===== src/verilog/board_pkg.sv =====
`default_nettype none

package board_pkg;

  localparam int num_leds  = 5;
  localparam int num_btns  = 3;
  localparam int pin_depth = 4;  // colour bits per channel at the connector

  // core held in reset this many cycles after rst_n releases
  localparam int reset_stretch = 30;
  localparam int reset_cnt_w   = $clog2(reset_stretch + 1);

endpackage

`default_nettype wire


===== src/verilog/video_pkg.sv =====
`default_nettype none

package video_pkg;

  localparam int coord_w = 10;

  // horizontal timing in pixel clocks
  localparam logic [coord_w-1:0] h_active = 10'd640;
  localparam logic [coord_w-1:0] h_front  = 10'd16;
  localparam logic [coord_w-1:0] h_sync   = 10'd96;
  localparam logic [coord_w-1:0] h_back   = 10'd48;
  localparam logic [coord_w-1:0] h_total  = 10'd800; // sum of the four above

  // vertical timing in lines
  localparam logic [coord_w-1:0] v_active = 10'd480;
  localparam logic [coord_w-1:0] v_front  = 10'd10;
  localparam logic [coord_w-1:0] v_sync   = 10'd2;
  localparam logic [coord_w-1:0] v_back   = 10'd33;
  localparam logic [coord_w-1:0] v_total  = 10'd525;

  localparam int color_depth = 6; // core bits per channel

  typedef struct packed {
    logic [coord_w-1:0] x;
    logic [coord_w-1:0] y;
    logic               active;
    logic               hs;     // active low
    logic               vs;     // active low
  } video_pos_t;

  typedef struct packed {
    logic                   hs;
    logic                   vs;
    logic [color_depth-1:0] r;
    logic [color_depth-1:0] g;
    logic [color_depth-1:0] b;
  } vga_out_t;

endpackage

`default_nettype wire

===== src/verilog/board_top.sv =====
`timescale 1ns/1ps
`default_nettype none

module board_top (
  input  logic                           design_clk,
  input  logic                           rst_n,
  input  logic [board_pkg::num_btns-1:0]  btns,
  output logic [board_pkg::num_leds-1:0]  leds,
  output logic [board_pkg::pin_depth-1:0] r,
  output logic [board_pkg::pin_depth-1:0] g,
  output logic [board_pkg::pin_depth-1:0] b,
  output logic                           hs,
  output logic                           vs
);

  import video_pkg::*;
  import board_pkg::*;

  logic       core_rst_n;
  video_pos_t pos;
  logic       frame_start;
  vga_out_t   vga;

  reset_gen i_reset_gen (
    .design_clk (design_clk),
    .rst_n      (rst_n),
    .core_rst_n (core_rst_n)
  );

  vga_timing i_vga_timing (
    .design_clk  (design_clk),
    .core_rst_n  (core_rst_n),
    .pos         (pos),
    .frame_start (frame_start)
  );

  pattern_gen i_pattern_gen (
    .design_clk  (design_clk),
    .core_rst_n  (core_rst_n),
    .pos         (pos),
    .frame_start (frame_start),
    .vga         (vga)
  );

  led_status i_led_status (
    .design_clk  (design_clk),
    .core_rst_n  (core_rst_n),
    .btns        (btns),
    .frame_start (frame_start),
    .leds        (leds)
  );

  // connector only carries the top bits of each channel
  assign r  = vga.r[color_depth-1 -: pin_depth];
  assign g  = vga.g[color_depth-1 -: pin_depth];
  assign b  = vga.b[color_depth-1 -: pin_depth];
  assign hs = vga.hs;
  assign vs = vga.vs;

endmodule

`default_nettype wire


===== src/verilog/led_status.sv =====
`timescale 1ns/1ps
`default_nettype none

module led_status (
  input  logic                          design_clk,
  input  logic                          core_rst_n,
  input  logic [board_pkg::num_btns-1:0] btns,
  input  logic                          frame_start,
  output logic [board_pkg::num_leds-1:0] leds
);

  import board_pkg::*;

  logic [num_btns-1:0] btn_meta;
  logic [num_btns-1:0] btn_sync;
  logic [num_btns-1:0] btn_prev;
  logic [num_btns-1:0] btn_rise;
  logic                frame_d;

  assign btn_rise = btn_sync & ~btn_prev;

  always_ff @(posedge design_clk) begin
    if (!core_rst_n) begin
      btn_meta <= '0;
      btn_sync <= '0;
      btn_prev <= '0;
      frame_d  <= 1'b0;
      leds     <= '0;
    end else begin
      btn_meta <= btns;     // async pins
      btn_sync <= btn_meta;
      btn_prev <= btn_sync;
      frame_d  <= frame_start; // heartbeat lands 2 cycles after frame start
      leds[num_btns-1:0] <= leds[num_btns-1:0] ^ btn_rise;
      leds[num_btns]     <= |btn_sync;  // any button held
      leds[num_btns+1]   <= leds[num_btns+1] ^ frame_d;
    end
  end

endmodule

`default_nettype wire


===== src/verilog/pattern_gen.sv =====
`timescale 1ns/1ps
`default_nettype none

module pattern_gen (
  input  logic                  design_clk,
  input  logic                  core_rst_n,
  input  video_pkg::video_pos_t pos,
  input  logic                  frame_start,
  output video_pkg::vga_out_t   vga
);

  import video_pkg::*;

  logic [color_depth-1:0] frame_cnt;
  logic [color_depth-1:0] r_next;
  logic [color_depth-1:0] g_next;
  logic [color_depth-1:0] b_next;

  always_ff @(posedge design_clk) begin
    if (!core_rst_n) begin
      frame_cnt <= '0;
    end else if (frame_start) begin
      frame_cnt <= frame_cnt + 1'b1;
    end
  end

  // coarse gradients of 8 pixels per step
  always_comb begin
    if (pos.active) begin
      r_next = pos.x[3 +: color_depth];
      g_next = pos.y[3 +: color_depth];
      b_next = frame_cnt; // value before this cycle's increment
    end else begin
      r_next = '0;
      g_next = '0;
      b_next = '0;
    end
  end

  always_ff @(posedge design_clk) begin
    if (!core_rst_n) begin
      vga.hs <= 1'b1;
      vga.vs <= 1'b1;
      vga.r  <= '0;
      vga.g  <= '0;
      vga.b  <= '0;
    end else begin
      vga.hs <= pos.hs; // syncs ride with the colour
      vga.vs <= pos.vs;
      vga.r  <= r_next;
      vga.g  <= g_next;
      vga.b  <= b_next;
    end
  end

endmodule

`default_nettype wire


===== src/verilog/reset_gen.sv =====
`timescale 1ns/1ps
`default_nettype none

module reset_gen (
  input  logic design_clk,
  input  logic rst_n,
  output logic core_rst_n
);

  import board_pkg::*;

  logic [reset_cnt_w-1:0] cnt;

  always_ff @(posedge design_clk) begin
    if (!rst_n) begin
      cnt        <= reset_cnt_w'(reset_stretch);
      core_rst_n <= 1'b0;
    end else begin
      if (cnt != '0) begin
        cnt <= cnt - 1'b1;
      end
      core_rst_n <= (cnt == '0); // one cycle after count hits zero
    end
  end

endmodule

`default_nettype wire


===== src/verilog/vga_timing.sv =====
`timescale 1ns/1ps
`default_nettype none

module vga_timing (
  input  logic                  design_clk,
  input  logic                  core_rst_n,
  output video_pkg::video_pos_t pos,
  output logic                  frame_start
);

  import video_pkg::*;

  logic [coord_w-1:0] x_next;
  logic [coord_w-1:0] y_next;
  logic               line_end;
  logic               frame_end;
  logic               active_next;
  logic               hs_next;
  logic               vs_next;

  assign line_end  = (pos.x == h_total - 10'd1);
  assign frame_end = (pos.y == v_total - 10'd1);

  // next counter values
  always_comb begin
    x_next = pos.x + 10'd1;
    y_next = pos.y;
    if (line_end) begin
      x_next = '0;
      if (frame_end) begin
        y_next = '0;
      end else begin
        y_next = pos.y + 10'd1;
      end
    end
  end

  // decode from the next counts so every field lands in the same cycle
  always_comb begin
    active_next = (x_next < h_active) && (y_next < v_active);
    hs_next     = !((x_next >= h_active + h_front) &&
                    (x_next <  h_active + h_front + h_sync));
    vs_next     = !((y_next >= v_active + v_front) &&
                    (y_next <  v_active + v_front + v_sync));
  end

  always_ff @(posedge design_clk) begin
    if (!core_rst_n) begin
      pos.x       <= '0;
      pos.y       <= '0;
      pos.active  <= 1'b1; // coherent with x = y = 0
      pos.hs      <= 1'b1;
      pos.vs      <= 1'b1;
      frame_start <= 1'b1;
    end else begin
      pos.x       <= x_next;
      pos.y       <= y_next;
      pos.active  <= active_next;
      pos.hs      <= hs_next;
      pos.vs      <= vs_next;
      frame_start <= (x_next == '0) && (y_next == '0);
    end
  end

endmodule

`default_nettype wire


===== config.mk =====
export PLATFORM = sky130hd
export DESIGN_NAME = board_top
export DESIGN_NICKNAME = d
export VERILOG_FILES = /design/src/verilog/board_pkg.sv /design/src/verilog/video_pkg.sv /design/src/verilog/board_top.sv /design/src/verilog/led_status.sv /design/src/verilog/pattern_gen.sv /design/src/verilog/reset_gen.sv /design/src/verilog/vga_timing.sv
export SDC_FILE = /design/constraint.sdc
export NUM_CORES = 1
export LEC_CHECK = 0
export BUFFER_PORTS_ARGS = -buffer_cell sky130_fd_sc_hd__buf_4
export CAP_MARGIN = 20
export CORE_MARGIN = 2
export CORE_UTILIZATION = 40
export CTS_CLUSTER_SIZE = 30
export DETAILED_ROUTE_END_ITERATION = 8
export SYNTH_ARGS = -nofsm -noshare
export SYNTH_HDL_FRONTEND = slang
export SYNTH_SLANG_ARGS = --single-unit

===== constraint.sdc =====
create_clock -name design_clk -period 2.9 [get_ports design_clk]
set_input_delay 0.29 -clock design_clk [delete_from_list [all_inputs] [get_ports design_clk]]
set_output_delay 0.29 -clock design_clk [all_outputs]
set_load 0.01 [all_outputs]

==> impl_metrics.json, run 1 <==
{
  "finalHoldViolations": 0,
  "synth_flop_cell": "dfxtp_1",
  "regArea_um2": 1300,
  "core_area_um2": 6720,
  "netlist_area_um2": 2740,
  "yosysWarningCount": 0,
  "async_reset_ff_frac": 0,
  "cts_tree": "yes",
  "hpwl_um": 3340,
  "drive_gt1_frac": 0.175,
  "postCtsSetupBuffers": 0,
  "holdWs_ps": 149,
  "synth_most_common_cell": "dfxtp_1",
  "slew_violations": 0,
  "yosysTopAreaCellShare": 0.475,
  "die_x_um": 86.7,
  "nNetsFinal": 308,
  "hold_buffers": 0,
  "syn-mean-instance-area_um2": 9.85,
  "grt_pass1_wl_um": 8530,
  "crit_fanout": 10,
  "ir_drop_mv": 0.204,
  "design_area_um2": 3120,
  "rsz0062_at_grt": "false",
  "total_power_mw": 1.70,
  "critPathKind": "flip-flop to flip-flop",
  "route.met3.wl_um": 184,
  "n_antenna_cell": 0,
  "syn_nets": 288,
  "wirelength_um": 4920,
  "cts_made_buffers": 9,
  "clock-skew-final_ps": 11.4,
  "hold_path.class": "primary input to flip-flop",
  "drc": 0,
  "finalCritPeriodShare": 0.819,
  "io-pin-count": 24,
  "wire_per_inst_um": 12.9,
  "layout_min_cycle_time_ps": 2370,
  "routabilityCongestion": 0.810,
  "worstSetupStartpoint": "i_vga_timing.pos[13]",
  "clock_sinks": 65,
  "fin_util": 0.464,
  "syn_inst": 278,
  "clk_latency_ps": 340,
  "antenna_found_initial": 0,
  "worst_slew_pin_slew_ps": 679,
  "wl_met1_um": 2460,
  "cts_htree_levels": 3,
  "cp-start-kind": "flip-flop",
  "path_clk_slew_ps": 80,
  "port-buffer-count": 23,
  "fillers": 657,
  "multiInputGateArea_um2": 1300,
  "ant_nets": 0,
  "grt_pass1_vias": 1768,
  "crit_family": "simple AND/OR/NAND/NOR gates",
  "max_stage_delay_ps": 490,
  "synth_edf_count": 0,
  "dieHeight_um": 86.7,
  "drt_iter0_markers": 142,
  "ys_ff_latch": 65,
  "status": "complete, no violations",
  "finalSetupViolCount": 0,
  "critPathSlowestCell": "or3_4",
  "placed_area_um2": 2910,
  "worstPathRequired_ps": 3150,
  "cts_root_buffer": "clkbuf_8",
  "crit_chain": "ha_1, nand4_4, or3_4, nor3_1, xnor2_1, nand4_1, o41ai_2",
  "leakage_nw": 1.22,
  "synthToLayoutAreaGrowth_pct": 13.8,
  "initial_core_util": 0.407,
  "vias": 1936,
  "via_per_inst": 5.05,
  "highest_layer": "met4",
  "yosysSeqAreaShare": 0.475,
  "critPathBufInv": 0,
  "die_area_um2": 7520,
  "hp-start": "btns[0]",
  "grt_max_degree": 38,
  "yosys-top-cells-area": "dfxtp_1 (48%), and2_1 (6.6%), xnor2_1 (5.8%), and3_1 (2.7%), nand2_1 (2.5%)",
  "cts_buffer_depth": 2,
  "track_usage": 0.147,
  "num_rows": 30,
  "dr_wl_met2_um": 2190,
  "cts_resized": 0,
  "globalRouteOverflowTotal": 0,
  "dr.pass1.iters": 4,
  "setup-tns-final_ps": 0,
  "fmax_mhz": 421,
  "synth_common_cells": "dfxtp_1 (65), and2_1 (29), nand2_1 (18), xnor2_1 (18), and3_1 (12)",
  "powerDensity_nw_per_um2": 545,
  "maxCapViolCount": 0,
  "synth_largest_area_cell": "dfxtp_1",
  "rrSetupSlack_ps": 530,
  "arrival_ps": 2620,
  "r2r-start": "i_vga_timing.pos[13]",
  "critPathCaptureType": "flip-flop",
  "ys_types": 52,
  "max_slew_margin": 0.543
}
-- report_power, final --
part | switching, mW | internal, mW | total (mW)
sequential | 0.00415 | 0.897 | 0.901
combinational | 0.00667 | 0.0115 | 0.0181
clock | 0.375 | 0.404 | 0.779
-- state kept, by name, indices dropped and copies added (netlist names) --
register	cells
i_vga_timing.frame_start	1
i_led_status.btn_prev	3
i_led_status.btn_sync	3
i_pattern_gen.vga	14
i_reset_gen.cnt	5
i_led_status.frame_d	1
i_led_status.leds	5
i_pattern_gen.frame_cnt	6
i_vga_timing.pos	23
i_led_status.btn_meta	3
i_reset_gen.core_rst_n	1
-- layout make-up --
type,count,share of cell area
Sequential cell,65,0.418
Multi-Input combinational cell,190,0.417
Timing Repair Buffer,25,0.0602
Clock buffer,9,0.0398
Tap cell,80,0.0321
Clock inverter,7,0.0249
Inverter,7,0.00843
-- layout by cell type, fill, tap and decap left out, types with 2 or more instances in the layout --
cell type / synthesis / layout
nand2b_1: 7 / 7
and2_1: 29 / 29
ha_1: 5 / 5
inv_6: 0 / 2
and3_1: 12 / 12
nor2_1: 11 / 11
nand2_1: 18 / 18
inv_1: 7 / 7
a21boi_0: 3 / 3
dfxtp_1: 65 / 65
clkinv_4: 0 / 2
xor2_1: 5 / 5
nor2b_1: 6 / 6
a31oi_1: 2 / 2
buf_4: 2 / 25
xnor2_1: 18 / 18
mux2i_1: 5 / 5
o21ai_0: 11 / 11
o31ai_1: 3 / 3
nor3_1: 7 / 7
a211oi_1: 2 / 2
clkbuf_8: 1 / 9
nand4_1: 7 / 7
or3_1: 3 / 3
a21oi_1: 3 / 3
nand3_1: 7 / 7
nand4b_1: 2 / 2
-- cell families after synthesis --
| kind of cell | synth area share |
|---|---|
| DFF | 0.475 |
| and+or+nand+nor | 0.265 |
| muxes | 0.0279 |
| buffers and inverters | 0.0503 |
| AOI/OAI and AO/OA | 0.0850 |
| xor gates and xnor gates | 0.0736 |
| adders and majority gates | 0.0229 |
-- metal layers --
metal  vias up  track usage
met2        35        0.218
met4         0       0.0653
li1        992            -
met5         -            0
met1       901        0.195
met3         8       0.0467
-- worst paths after layout --
path                                                  to  cells after the start
worst max-delay path            i_vga_timing.frame_start                      7
worst min-delay path            i_led_status.btn_meta[0]                      2
worst max register to register  i_vga_timing.frame_start                      7
worst min register to register     i_pattern_gen.vga[19]                      1
-- metrics by stage --
stage | worst slack [ps] | cells
5_1_grt | 351 | 383
6_report | 525 | 383
3_3_place_gp | 643 | 367
4_1_cts | 509 | 383
3_5_place_dp | 544 | 367
2_1_floorplan | 710 | 278
Note: power is estimated with default switching activity, not from simulation.
==> inputs of run 2 (changes only) <==
==> constraint.sdc (replaced) <==
create_clock -name design_clk -period 2 [get_ports design_clk]
set_input_delay 0.2 -clock design_clk [delete_from_list [all_inputs] [get_ports design_clk]]
set_output_delay 0.2 -clock design_clk [all_outputs]
set_load 0.01 [all_outputs]
==> run 2 against run 1 <==
Net effect:
- clock power grew 59%
- flip-flop and latch count unchanged
- critical path depth did not move
- count of clock-buffer cells in the layout did not move
- die area did not move
- power increased by 51%
- setup slack got worse by 450 ps
- fmax rose by 23%
- largest power group unchanged
==> impl_metrics.json, run 2 (synthesized netlist as in run 1, its figures left out) <==
{
  "finalSetupViolCount": 0,
  "initial_core_util": 0.407,
  "final_cell_mix": "dfxtp_1 (59), buf_4 (47), and2_1 (29)",
  "hold-path-endpoint": "i_reset_gen.cnt[4]",
  "critPathKind": "flip-flop to flip-flop",
  "port-buffer-count": 23,
  "ant_nets": 0,
  "arrival_ps": 2180,
  "cts_htree_levels": 3,
  "worst_slew_pin_slew_ps": 374,
  "hpwl_um": 3610,
  "clock_sinks": 65,
  "layout_min_cycle_time_ps": 1930,
  "fmax_mhz": 519,
  "ir_drop_mv": 0.459,
  "rrSetupSlack_ps": 70,
  "finalCritPeriodShare": 0.964,
  "postCtsSetupBuffers": 0,
  "vias": 1998,
  "hold_path.class": "primary input to flip-flop",
  "cts_made_buffers": 9,
  "worstRegToRegCells": 7,
  "cts_root_buffer": "clkbuf_8",
  "powerDensity_nw_per_um2": 755,
  "num_rows": 30,
  "status": "complete, no violations",
  "r2r-end": "i_vga_timing.frame_start",
  "cts_tree": "yes",
  "drt_iter0_markers": 138,
  "fin_cells": 405,
  "track_usage": 0.148,
  "largest_reg_flops": 23,
  "drive_gt1_frac": 0.280,
  "drc": 0,
  "wire_per_inst_um": 12.9,
  "cts_buffer_depth": 2,
  "hp-start": "rst_n",
  "io-pin-count": 24,
  "leakage_nw": 1.38,
  "grt_pass1_wl_um": 8540,
  "die_x_um": 86.7,
  "grt_max_degree": 28,
  "whs_path_depth": 2,
  "path_clk_slew_ps": 80,
  "regMostFlops": "i_vga_timing.pos",
  "die_area_um2": 7520,
  "dr.pass1.iters": 5,
  "via_per_inst": 4.93,
  "core_area_um2": 6720,
  "crit_fanout": 6,
  "nNetsFinal": 330,
  "maxCapViolCount": 0,
  "layout_commonest_cell": "dfxtp_1",
  "dp_cells": 389,
  "worstPathRequired_ps": 2250,
  "total_power_mw": 2.57,
  "r2r-start": "i_vga_timing.pos[14]",
  "clock-skew-final_ps": 9.71,
  "top_regs": "i_vga_timing.pos x23, i_pattern_gen.vga x14, i_pattern_gen.frame_cnt x6",
  "rsz0062_at_grt": "true",
  "finalHoldViolations": 0,
  "wirelength_um": 5240,
  "slew_violations": 0,
  "routabilityCongestion": 0.805,
  "dieHeight_um": 86.7,
  "clk_latency_ps": 340,
  "antenna_found_initial": 0,
  "cp-start-kind": "flip-flop",
  "globalRouteOverflowTotal": 0,
  "n_antenna_cell": 0,
  "max_slew_margin": 0.745,
  "critPathCaptureType": "flip-flop",
  "grt_pass1_vias": 1868,
  "synthToLayoutAreaGrowth_pct": 24.4
}
==> run 2: cell types whose count changed in the layout (fill, tap and decap cells not counted), moves of 2 or more <==
| cell | previous run | this run |
|---|---|---|
| nor3_4 | 1 | 3 |
| nor3_1 | 7 | 3 |
| dfxtp_1 | 65 | 59 |
| dfxtp_4 | 0 | 2 |
| xnor2_2 | 0 | 2 |
| nor3_2 | 1 | 3 |
| dfxtp_2 | 0 | 4 |
| buf_4 | 25 | 47 |
| xnor2_1 | 18 | 16 |
==> run 2: worst max-delay path by stage <==
stage / startpoint / endpoint / slack, ps / depth (start not counted)
6_report: i_vga_timing.pos[14] / i_vga_timing.frame_start / 70 / 7
5_1_grt: i_vga_timing.pos[12] / i_vga_timing.frame_start / -30 / 8
4_1_cts: i_vga_timing.pos[13] / i_vga_timing.pos[0] / 60 / 7
3_5_place_dp: i_vga_timing.pos[13] / i_vga_timing.pos[0] / 60 / 7
3_3_place_gp: i_vga_timing.pos[14] / i_vga_timing.pos[0] / 70 / 7
2_1_floorplan: i_vga_timing.pos[19] / i_vga_timing.frame_start / 20 / 8
==> run 2: metrics by stage <==
stage | setup WS (ps) | instance area (µm²) | TNS, ps | hold slack (ps) | utilization
final | 72.3 | 3400 | 0 | 56.6 | 0.507
after global routing | -34.0 | 3400 | -34.0 | 54.4 | 0.507
after CTS | 55.5 | 3340 | 0 | 39.0 | 0.498
after detailed placement | 61.8 | 3120 | 0 | 396 | 0.464
after global placement | 69.6 | 3120 | 0 | 398 | 0.464
after floorplan | 22.7 | 2790 | 0 | 262 | -
==> run 2: what timing repair did <==
item / in CTS / in global routing
gates resized for setup: 0 / 15
setup endpoints to repair: 0 / 5
hold buffers: 0 / 0
==> run 2: report_power, final <==
group          total (mW)  switching (mW)  leakage, nW  internal (mW)
clock                1.24           0.526        0.106          0.711
sequential           1.30         0.00629        0.528           1.30
combinational      0.0280          0.0111        0.748         0.0169
total                2.57           0.544         1.38           2.03
==> run 2: layout make-up <==
cell class	count	area, µm²
clock buffer	9	124
clock inverter	7	101
fill	614	3310
inverter	7	26.3
multi-input combinational	190	1390
sequential	65	1310
tap	80	100
timing repair buffer	47	353
==> run 2: routing by layer <==
layer,routed length [µm],track usage,vias up,part of all wire
li1,-,-,1034,-
met1,2550,0.184,929,0.49
met2,2460,0.230,31,0.47
met3,145,0.0410,4,0.028
met4,84,0.0838,0,0.016
met5,0,0,-,0
==> run 2: critical path: stages (launching register included) <==
cell and delay, ps:
dfxtp_4 370, ha_4 180, nand4_4 90, or3_4 410, nor3_4 230, xnor2_2 160, nand4_1 120, o41ai_2 280
